===== config.mk =====
export PLATFORM = sky130hd
export DESIGN_NAME = csa_search_top
export DESIGN_NICKNAME = d
export VERILOG_FILES = /design/src/design/csa_search_pkg.sv /design/src/design/cipher_pipe.sv /design/src/design/csa_search_top.sv /design/src/design/key_schedule.sv /design/src/design/match_decide.sv /design/src/design/slot_delay.sv /design/src/design/slot_entry.sv
export SDC_FILE = /design/constraint.sdc
export NUM_CORES = 2
export LEC_CHECK = 0
export BUFFER_PORTS_ARGS = -buffer_cell sky130_fd_sc_hd__buf_2
export CAP_MARGIN = 10
export CORE_MARGIN = 2
export CORE_UTILIZATION = 54
export DETAILED_ROUTE_END_ITERATION = 10
export HOLD_SLACK_MARGIN = 0.08
export PLACE_DENSITY_LB_ADDON = 0.08
export REMOVE_ABC_BUFFERS = 1
export SYNTH_ARGS = -nofsm -noshare
export SYNTH_HDL_FRONTEND = slang
export SYNTH_HIERARCHICAL = 1
export SYNTH_SLANG_ARGS = --single-unit

===== constraint.sdc =====
create_clock -name clk -period 15.1 [get_ports clk]
set_input_delay 3.02 -clock clk [delete_from_list [all_inputs] [get_ports clk]]
set_output_delay 3.02 -clock clk [all_outputs]
set_load 0.02 [all_outputs]

===== src/design/csa_search_pkg.sv =====
package csa_search_pkg;

	// word widths
	localparam int WORD_W = 64; // cipher word, key, seed, mask, value
	localparam int BLOCK_W = 32;
	localparam int COUNT_W = 16;

	// ring geometry
	localparam int ROUNDS = 8;
	// entry reg + key reg + cipher stages
	localparam int RING_DEPTH = ROUNDS + 2;

	// fixed cipher constant, rotated per round
	localparam logic [WORD_W-1:0] CIPHER_CONST = 64'hE613DB6DC11C4524;
	localparam int ROT_MIX = 13; // self-xor rotate in each round

endpackage


===== src/design/cipher_pipe.sv =====
`timescale 1ns/1ns

module cipher_pipe (
	input logic clk,
	input logic rst_n,

	input logic [csa_search_pkg::WORD_W-1:0] key_i,
	output logic [csa_search_pkg::WORD_W-1:0] word_o
);

	logic [csa_search_pkg::WORD_W-1:0] stage_q [csa_search_pkg::ROUNDS];

	// add rotated constant, then fold the sum onto itself
	function automatic logic [csa_search_pkg::WORD_W-1:0] round_f(
		input logic [csa_search_pkg::WORD_W-1:0] x,
		input int r
	);
		logic [csa_search_pkg::WORD_W-1:0] rc;
		logic [csa_search_pkg::WORD_W-1:0] s;
		logic [csa_search_pkg::WORD_W-1:0] s_rot;

		rc = (csa_search_pkg::CIPHER_CONST << r) |
			(csa_search_pkg::CIPHER_CONST >> (csa_search_pkg::WORD_W - r));
		s = x + rc;
		s_rot = {s[csa_search_pkg::WORD_W-1-csa_search_pkg::ROT_MIX:0],
			s[csa_search_pkg::WORD_W-1:csa_search_pkg::WORD_W-csa_search_pkg::ROT_MIX]};
		return s ^ s_rot;
	endfunction

	always_ff @(posedge clk) begin
		if (!rst_n) begin
			for (int i = 0; i < csa_search_pkg::ROUNDS; i++) begin
				stage_q[i] <= '0;
			end
		end else begin
			stage_q[0] <= round_f(key_i, 0);
			for (int i = 1; i < csa_search_pkg::ROUNDS; i++) begin
				stage_q[i] <= round_f(stage_q[i-1], i); // round i in stage i
			end
		end
	end

	assign word_o = stage_q[csa_search_pkg::ROUNDS-1];

endmodule


===== src/design/csa_search_top.sv =====
`timescale 1ns/1ns

module csa_search_top (
	input logic clk,
	input logic rst_n,

	input logic fifo_ready_i,
	output logic fifo_ren_o,
	input logic [csa_search_pkg::BLOCK_W-1:0] job_block_i,
	input logic [csa_search_pkg::WORD_W-1:0] job_seed_i,
	input logic [csa_search_pkg::COUNT_W-1:0] job_count_i,

	input logic [csa_search_pkg::WORD_W-1:0] mask_i,
	input logic [csa_search_pkg::WORD_W-1:0] value_i,
	input logic out_full_i,

	output logic result_valid_o,
	output logic [csa_search_pkg::BLOCK_W-1:0] result_block_o,
	output logic [csa_search_pkg::WORD_W-1:0] result_seed_o,
	output logic [csa_search_pkg::COUNT_W-1:0] result_count_o,
	output logic [csa_search_pkg::WORD_W-1:0] result_word_o,
	output logic result_last_o
);

	// entry slot
	logic en_valid;
	logic [csa_search_pkg::BLOCK_W-1:0] en_block;
	logic [csa_search_pkg::WORD_W-1:0] en_seed;
	logic [csa_search_pkg::COUNT_W-1:0] en_left;
	logic [csa_search_pkg::COUNT_W-1:0] en_total;
	logic [csa_search_pkg::WORD_W-1:0] en_prev;
	logic en_first;

	// key stage slot
	logic [csa_search_pkg::WORD_W-1:0] key;
	logic ks_valid;
	logic [csa_search_pkg::BLOCK_W-1:0] ks_block;
	logic [csa_search_pkg::WORD_W-1:0] ks_seed;
	logic [csa_search_pkg::COUNT_W-1:0] ks_left;
	logic [csa_search_pkg::COUNT_W-1:0] ks_total;
	logic ks_first;

	logic [csa_search_pkg::WORD_W-1:0] word;

	// slot aligned with word
	logic sl_valid;
	logic [csa_search_pkg::BLOCK_W-1:0] sl_block;
	logic [csa_search_pkg::WORD_W-1:0] sl_seed;
	logic [csa_search_pkg::COUNT_W-1:0] sl_left;
	logic [csa_search_pkg::COUNT_W-1:0] sl_total;
	logic [csa_search_pkg::WORD_W-1:0] sl_prev;
	logic sl_first;

	// recirculation path
	logic rc_valid;
	logic [csa_search_pkg::BLOCK_W-1:0] rc_block;
	logic [csa_search_pkg::WORD_W-1:0] rc_seed;
	logic [csa_search_pkg::COUNT_W-1:0] rc_left;
	logic [csa_search_pkg::COUNT_W-1:0] rc_total;
	logic [csa_search_pkg::WORD_W-1:0] rc_prev;
	logic rc_first;

	slot_entry u_entry (
		.clk(clk),
		.rst_n(rst_n),
		.fifo_ready_i(fifo_ready_i),
		.fifo_ren_o(fifo_ren_o),
		.job_block_i(job_block_i),
		.job_seed_i(job_seed_i),
		.job_count_i(job_count_i),
		.rc_valid_i(rc_valid),
		.rc_block_i(rc_block),
		.rc_seed_i(rc_seed),
		.rc_left_i(rc_left),
		.rc_total_i(rc_total),
		.rc_prev_i(rc_prev),
		.rc_first_i(rc_first),
		.en_valid_o(en_valid),
		.en_block_o(en_block),
		.en_seed_o(en_seed),
		.en_left_o(en_left),
		.en_total_o(en_total),
		.en_prev_o(en_prev),
		.en_first_o(en_first)
	);

	key_schedule u_key (
		.clk(clk),
		.rst_n(rst_n),
		.valid_i(en_valid),
		.block_i(en_block),
		.seed_i(en_seed),
		.left_i(en_left),
		.total_i(en_total),
		.prev_i(en_prev),
		.first_i(en_first),
		.key_o(key),
		.ks_valid_o(ks_valid),
		.ks_block_o(ks_block),
		.ks_seed_o(ks_seed),
		.ks_left_o(ks_left),
		.ks_total_o(ks_total),
		.ks_first_o(ks_first)
	);

	cipher_pipe u_cipher (
		.clk(clk),
		.rst_n(rst_n),
		.key_i(key),
		.word_o(word)
	);

	slot_delay #(
		.DEPTH(csa_search_pkg::ROUNDS)
	) u_delay (
		.clk(clk),
		.rst_n(rst_n),
		.valid_i(ks_valid),
		.block_i(ks_block),
		.seed_i(ks_seed),
		.left_i(ks_left),
		.total_i(ks_total),
		.prev_i(key), // carried so a stalled pass can be redone
		.first_i(ks_first),
		.valid_o(sl_valid),
		.block_o(sl_block),
		.seed_o(sl_seed),
		.left_o(sl_left),
		.total_o(sl_total),
		.prev_o(sl_prev),
		.first_o(sl_first)
	);

	match_decide u_decide (
		.clk(clk),
		.rst_n(rst_n),
		.mask_i(mask_i),
		.value_i(value_i),
		.out_full_i(out_full_i),
		.word_i(word),
		.sl_valid_i(sl_valid),
		.sl_block_i(sl_block),
		.sl_seed_i(sl_seed),
		.sl_left_i(sl_left),
		.sl_total_i(sl_total),
		.sl_prev_i(sl_prev),
		.sl_first_i(sl_first),
		.rc_valid_o(rc_valid),
		.rc_block_o(rc_block),
		.rc_seed_o(rc_seed),
		.rc_left_o(rc_left),
		.rc_total_o(rc_total),
		.rc_prev_o(rc_prev),
		.rc_first_o(rc_first),
		.result_valid_o(result_valid_o),
		.result_block_o(result_block_o),
		.result_seed_o(result_seed_o),
		.result_count_o(result_count_o),
		.result_word_o(result_word_o),
		.result_last_o(result_last_o)
	);

endmodule


===== src/design/key_schedule.sv =====
`timescale 1ns/1ns

module key_schedule (
	input logic clk,
	input logic rst_n,

	input logic valid_i,
	input logic [csa_search_pkg::BLOCK_W-1:0] block_i,
	input logic [csa_search_pkg::WORD_W-1:0] seed_i,
	input logic [csa_search_pkg::COUNT_W-1:0] left_i,
	input logic [csa_search_pkg::COUNT_W-1:0] total_i,
	input logic [csa_search_pkg::WORD_W-1:0] prev_i,
	input logic first_i,

	output logic [csa_search_pkg::WORD_W-1:0] key_o,
	output logic ks_valid_o,
	output logic [csa_search_pkg::BLOCK_W-1:0] ks_block_o,
	output logic [csa_search_pkg::WORD_W-1:0] ks_seed_o,
	output logic [csa_search_pkg::COUNT_W-1:0] ks_left_o,
	output logic [csa_search_pkg::COUNT_W-1:0] ks_total_o,
	output logic ks_first_o
);

	logic [csa_search_pkg::COUNT_W-1:0] pass_num;

	assign pass_num = total_i - left_i; // passes already done

	always_ff @(posedge clk) begin
		if (!rst_n) begin
			ks_valid_o <= 1'b0;
		end else begin
			ks_valid_o <= valid_i;
		end
	end

	always_ff @(posedge clk) begin
		if (first_i) begin
			key_o <= seed_i;
		end else begin
			key_o <= prev_i ^ {{(csa_search_pkg::WORD_W - csa_search_pkg::COUNT_W){1'b0}},
				pass_num};
		end
		ks_block_o <= block_i;
		ks_seed_o <= seed_i;
		ks_left_o <= left_i;
		ks_total_o <= total_i;
		ks_first_o <= first_i;
	end

endmodule


===== src/design/match_decide.sv =====
`timescale 1ns/1ns

module match_decide (
	input logic clk,
	input logic rst_n,

	input logic [csa_search_pkg::WORD_W-1:0] mask_i,
	input logic [csa_search_pkg::WORD_W-1:0] value_i,
	input logic out_full_i,
	input logic [csa_search_pkg::WORD_W-1:0] word_i,

	input logic sl_valid_i,
	input logic [csa_search_pkg::BLOCK_W-1:0] sl_block_i,
	input logic [csa_search_pkg::WORD_W-1:0] sl_seed_i,
	input logic [csa_search_pkg::COUNT_W-1:0] sl_left_i,
	input logic [csa_search_pkg::COUNT_W-1:0] sl_total_i,
	input logic [csa_search_pkg::WORD_W-1:0] sl_prev_i,
	input logic sl_first_i,

	output logic rc_valid_o,
	output logic [csa_search_pkg::BLOCK_W-1:0] rc_block_o,
	output logic [csa_search_pkg::WORD_W-1:0] rc_seed_o,
	output logic [csa_search_pkg::COUNT_W-1:0] rc_left_o,
	output logic [csa_search_pkg::COUNT_W-1:0] rc_total_o,
	output logic [csa_search_pkg::WORD_W-1:0] rc_prev_o,
	output logic rc_first_o,

	output logic result_valid_o,
	output logic [csa_search_pkg::BLOCK_W-1:0] result_block_o,
	output logic [csa_search_pkg::WORD_W-1:0] result_seed_o,
	output logic [csa_search_pkg::COUNT_W-1:0] result_count_o,
	output logic [csa_search_pkg::WORD_W-1:0] result_word_o,
	output logic result_last_o
);

	logic matched;
	logic last_pass;
	logic need_emit;
	logic stall;
	logic emit;
	logic [csa_search_pkg::COUNT_W-1:0] pass_num;

	assign matched = (mask_i != '0) && ((mask_i & value_i) == (mask_i & word_i));
	assign last_pass = (sl_left_i == csa_search_pkg::COUNT_W'(1));
	assign need_emit = sl_valid_i && (last_pass || matched);
	assign stall = need_emit && out_full_i; // consumer full, redo this pass
	assign emit = need_emit && !out_full_i;
	assign pass_num = sl_total_i - sl_left_i;

	always_comb begin
		rc_valid_o = sl_valid_i && (stall || !last_pass);
		rc_block_o = sl_block_i;
		rc_seed_o = sl_seed_i;
		rc_total_o = sl_total_i;
		if (stall) begin
			rc_left_o = sl_left_i;
			// sl_prev_i holds the key, undo the pass mix to get the old prev back
			rc_prev_o = sl_prev_i ^
				{{(csa_search_pkg::WORD_W - csa_search_pkg::COUNT_W){1'b0}}, pass_num};
			rc_first_o = sl_first_i;
		end else begin
			rc_left_o = sl_left_i - csa_search_pkg::COUNT_W'(1);
			rc_prev_o = word_i; // chain to the next key
			rc_first_o = 1'b0;
		end
	end

	always_ff @(posedge clk) begin
		if (!rst_n) begin
			result_valid_o <= 1'b0;
		end else begin
			result_valid_o <= emit;
		end
	end

	always_ff @(posedge clk) begin
		if (emit) begin
			result_block_o <= sl_block_i;
			result_seed_o <= sl_seed_i;
			result_count_o <= pass_num + csa_search_pkg::COUNT_W'(1); // 1-based pass
			result_word_o <= word_i;
			result_last_o <= last_pass;
		end
	end

	a_no_emit_when_full: assert property (@(posedge clk) disable iff (!rst_n)
		out_full_i |=> !result_valid_o);

endmodule


===== src/design/slot_delay.sv =====
`timescale 1ns/1ns

module slot_delay #(
	parameter int DEPTH = 8
) (
	input logic clk,
	input logic rst_n,

	input logic valid_i,
	input logic [csa_search_pkg::BLOCK_W-1:0] block_i,
	input logic [csa_search_pkg::WORD_W-1:0] seed_i,
	input logic [csa_search_pkg::COUNT_W-1:0] left_i,
	input logic [csa_search_pkg::COUNT_W-1:0] total_i,
	input logic [csa_search_pkg::WORD_W-1:0] prev_i,
	input logic first_i,

	output logic valid_o,
	output logic [csa_search_pkg::BLOCK_W-1:0] block_o,
	output logic [csa_search_pkg::WORD_W-1:0] seed_o,
	output logic [csa_search_pkg::COUNT_W-1:0] left_o,
	output logic [csa_search_pkg::COUNT_W-1:0] total_o,
	output logic [csa_search_pkg::WORD_W-1:0] prev_o,
	output logic first_o
);

	logic valid_q [DEPTH];
	logic [csa_search_pkg::BLOCK_W-1:0] block_q [DEPTH];
	logic [csa_search_pkg::WORD_W-1:0] seed_q [DEPTH];
	logic [csa_search_pkg::COUNT_W-1:0] left_q [DEPTH];
	logic [csa_search_pkg::COUNT_W-1:0] total_q [DEPTH];
	logic [csa_search_pkg::WORD_W-1:0] prev_q [DEPTH];
	logic first_q [DEPTH];

	always_ff @(posedge clk) begin
		if (!rst_n) begin
			for (int i = 0; i < DEPTH; i++) begin
				valid_q[i] <= 1'b0;
			end
		end else begin
			valid_q[0] <= valid_i;
			for (int i = 1; i < DEPTH; i++) begin
				valid_q[i] <= valid_q[i-1];
			end
		end
	end

	always_ff @(posedge clk) begin
		block_q[0] <= block_i;
		seed_q[0] <= seed_i;
		left_q[0] <= left_i;
		total_q[0] <= total_i;
		prev_q[0] <= prev_i; // key of this pass
		first_q[0] <= first_i;
		for (int i = 1; i < DEPTH; i++) begin
			block_q[i] <= block_q[i-1];
			seed_q[i] <= seed_q[i-1];
			left_q[i] <= left_q[i-1];
			total_q[i] <= total_q[i-1];
			prev_q[i] <= prev_q[i-1];
			first_q[i] <= first_q[i-1];
		end
	end

	assign valid_o = valid_q[DEPTH-1];
	assign block_o = block_q[DEPTH-1];
	assign seed_o = seed_q[DEPTH-1];
	assign left_o = left_q[DEPTH-1];
	assign total_o = total_q[DEPTH-1];
	assign prev_o = prev_q[DEPTH-1];
	assign first_o = first_q[DEPTH-1];

endmodule


===== src/design/slot_entry.sv =====
`timescale 1ns/1ns

module slot_entry (
	input logic clk,
	input logic rst_n,

	input logic fifo_ready_i,
	output logic fifo_ren_o,
	input logic [csa_search_pkg::BLOCK_W-1:0] job_block_i,
	input logic [csa_search_pkg::WORD_W-1:0] job_seed_i,
	input logic [csa_search_pkg::COUNT_W-1:0] job_count_i,

	input logic rc_valid_i,
	input logic [csa_search_pkg::BLOCK_W-1:0] rc_block_i,
	input logic [csa_search_pkg::WORD_W-1:0] rc_seed_i,
	input logic [csa_search_pkg::COUNT_W-1:0] rc_left_i,
	input logic [csa_search_pkg::COUNT_W-1:0] rc_total_i,
	input logic [csa_search_pkg::WORD_W-1:0] rc_prev_i,
	input logic rc_first_i,

	output logic en_valid_o,
	output logic [csa_search_pkg::BLOCK_W-1:0] en_block_o,
	output logic [csa_search_pkg::WORD_W-1:0] en_seed_o,
	output logic [csa_search_pkg::COUNT_W-1:0] en_left_o,
	output logic [csa_search_pkg::COUNT_W-1:0] en_total_o,
	output logic [csa_search_pkg::WORD_W-1:0] en_prev_o,
	output logic en_first_o
);

	// show-ahead fifo pops its head in the same cycle
	assign fifo_ren_o = fifo_ready_i && !rc_valid_i;

	always_ff @(posedge clk) begin
		if (!rst_n) begin
			en_valid_o <= 1'b0;
		end else begin
			en_valid_o <= rc_valid_i || fifo_ready_i;
		end
	end

	always_ff @(posedge clk) begin
		if (rc_valid_i) begin // ring slot has priority
			en_block_o <= rc_block_i;
			en_seed_o <= rc_seed_i;
			en_left_o <= rc_left_i;
			en_total_o <= rc_total_i;
			en_prev_o <= rc_prev_i;
			en_first_o <= rc_first_i;
		end else begin
			en_block_o <= job_block_i;
			en_seed_o <= job_seed_i;
			en_left_o <= job_count_i;
			en_total_o <= job_count_i;
			en_prev_o <= job_seed_i; // unused on a first pass
			en_first_o <= 1'b1;
		end
	end

	a_count_nonzero: assert property (@(posedge clk) disable iff (!rst_n)
		fifo_ren_o |-> job_count_i != '0);

	a_pop_ready: assert property (@(posedge clk) disable iff (!rst_n)
		fifo_ren_o |-> fifo_ready_i);

endmodule


==> results.yml <==
clock_tree:
  post_cts_buffers: 0
  cts_root_buffer: "clkbuf_16"
  cts_buffers: 234
  cts.sinks: 2630
  insertion_delay_ns: 0.87
  cts_tree: "yes"
  htree_levels: 4
  cts_resized: 0
  clk_path_buf_depth: 3
  ctsHoldBuffers: 0
  path_clk_slew_ns: 0.06
logic_synthesis:
  synth_edf_count: 177
  ys_seq_area_share_pct: 64.0
  netlist.area_leader.share_pct: 57.7
  yosys.area.top_type: "dfxtp_1"
  synth.distinct_cells: 107
  synth-seq-cells: 2630
  yosysWarningCount: 6
  synthTopCellsByCount: "dfxtp_1, nor2_1, xnor2_1"
  netlist_instances: 7035
  ys_async_sr_fraction_pct: 0
  syn_area_mm2: 0.0851
  synth_area_leaders: "dfxtp_1, edfxtp_1, xnor2_1, xor2_1, nor2_1"
  avgSynthCellArea_um2: 12.1
  yosysMostFrequentCell: "dfxtp_1"
  synth_ff_type: "dfxtp_1"
floorplanning:
  core-area_mm2: 0.156
  io_pins: 423
  die_w_um: 401
  fp.dieH_um: 401
  initial_utilization_pct: 54.4
  dieArea_mm2: 0.161
  rows: 145
place:
  place_area_mm2: 0.0869
  place_hpwl_um: 172000
  pre_cts_slack_ns: 7.39
  place_congestion: 0.974
  port_buffers: 422
timing:
  fmax_ghz: 0.142
  fin_tns_setup_ns: 0
  setup_ws_ns: 8.05
  finalSetupViolations: 0
  relSlewSlack_pct: 23.6
  finalCritPeriodShare_pct: 46.7
  grt_setup_unrepaired: "no"
  min_period_ns: 7.05
  finalMaxSlewViolations: 0
  hold_violations: 0
  worstMarginPinSlew_ns: 1.14
  final.setup_skew_ns: 0.0905
global_routing:
  grt_max_degree: 121
  antenna_found_initial: 34
  grt_usage_pct: 27.6
  grt_pass1_wl_um: 326000
  grt-ovfl-total: 0
  grt_pass1_vias: 48286
min_path:
  hold_class: "flop to flop"
finish:
  fin_nets: 7541
  multi_input_area_mm2: 0.0272
  seq_area_mm2: 0.0544
  fin_util_pct: 60.9
  fill_cells: 12475
  drive_above_1_share_pct: 16.6
  area.growth.synth_to_final_pct: 12.0
  postLayoutCellArea_mm2: 0.0952
detailed_routing:
  met1_length_um: 104000
  dr_wl_met3_um: 13200
  highest_layer: "met5"
  ant_nets: 0
  routed_wirelength_um: 227000
  via_count: 49487
  post_drt_wl_per_cell_um: 23.8
  drt-initial-drc-count: 4029
  first_pass_iters: 6
  viasPerCell: 5.19
  drc: 0
  dr_wl_met2_um: 103000
pwr:
  ir_drop_mv: 0.138
  p_leak_nw: 38.7
  power_density_mw_per_mm2: 209
critical_path:
  path_max_fanout: 21
  crit_required_ns: 12.08
  r2r_setup_slack_ns: 9.76
  endpoint_kind: "output port"
  arrival_ns: 4.03
  startpoint_type: "input port"
  critPathKind: "input port to output port"
run:
  max_cap_violations: 0
run_status:
  outcome: "finished clean"
-- stage by stage --
step                      power [mW]  std cells  hold slack, ns
after floorplan                 12.0       6572           0.310
after global placement          13.8       9076           0.309
after detailed placement        13.8       9076           0.312
after CTS                       20.0       9518           0.252
after global routing            20.8       9518           0.256
final                           19.9       9531           0.261
-- power breakdown --
group          switching, mW  internal (mW)
clock                   2.63           3.56
combinational           2.86           1.96
sequential              1.06           7.84
total                   6.56           13.4
-- path summary, 6_finish.rpt --
kind	startpoint	end	cells past startpoint
hold / removal	u_delay/seed_q[0][181]	u_delay/seed_q[0][245]	0
hold reg to reg	u_delay/seed_q[0][181]	u_delay/seed_q[0][245]	0
setup reg to reg	u_cipher/stage_q[0][504]	u_entry/en_prev_o[60]	9
setup / recovery	out_full_i	fifo_ren_o	4
-- critical path: stages --
cell,delay (ns)
buf_2,0.15
o21a_4,0.51
nor2b_1,0.10
buf_2,0.18
-- registers in the layout, summed over array words and instances (netlist names), 16 cells and up --
name	count
u_key/ks_block_o	32
u_delay/prev_q	512
u_cipher/stage_q	512
u_delay/seed_q	512
u_delay/total_q	128
u_entry/en_prev_o	64
u_decide/result_seed_o	64
u_decide/result_block_o	32
u_entry/en_seed_o	64
u_entry/en_block_o	32
u_entry/en_total_o	16
u_key/ks_seed_o	64
u_delay/block_q	256
u_key/ks_total_o	16
u_delay/left_q	128
u_key/ks_left_o	16
u_decide/result_count_o	16
u_key/key_o	64
u_entry/en_left_o	16
u_decide/result_word_o	64
-- metal layers --
metal  global-route usage, %  vias to the layer above
met5                       0                        -
met1                    38.3                    23967
met2                    44.1                     1429
met3                    5.27                      347
met4                    8.14                       12
li1                        -                    23732
-- layout make-up --
class	instances	area share [%]
antenna	13	0.0342
clock buffer	323	6.97
clock inverter	119	1.73
inverter	114	0.457
multi-input combinational	3828	28.5
sequential	2630	57.1
tap	2058	2.70
timing repair buffer	446	2.44
-- cells in the final DEF, fill, tap and decap left out, types with 26 or more instances in the layout --
cell	netlist	routed
dfxtp_1	2453	2452
nor2_1	672	671
xnor2_1	552	552
xor2_1	483	483
buf_2	7	421
nand2_1	296	296
clkbuf_16	0	239
edfxtp_1	177	177
o21ai_0	173	173
a21oi_1	167	167
mux2_2	154	154
mux2_4	147	147
inv_1	113	112
nand3_1	111	111
nor3_1	91	91
and2_1	80	80
nor4_1	59	59
clkbuf_1	122	50
nand4_1	49	49
and3_1	48	48
nand2b_1	47	47
or2_2	46	46
clkinv_2	0	43
ha_1	41	41
a31oi_1	37	37
clkbuf_8	0	34
a22oi_1	33	33
o211ai_1	30	30
o21a_1	31	30
or3_1	29	29
nor2b_1	29	29
bufinv_16	0	26
-- logic make-up (layout without fill, tap and decap cells) --
group,count (synthesis),in the layout,share of synthesized area (%)
other,0,13,0
XOR/XNOR,1053,1053,11.1
AND/OR/NAND/NOR,1656,1656,9.28
buffers and inverters,577,1002,4.11
multiplexers,324,324,4.90
AO/OA/AOI/OAI,752,752,5.94
flip-flops,2630,2630,64.0
adder cells (fa/ha/maj),43,43,0.650
No activity file was read; power rests on OpenSTA's default activity.
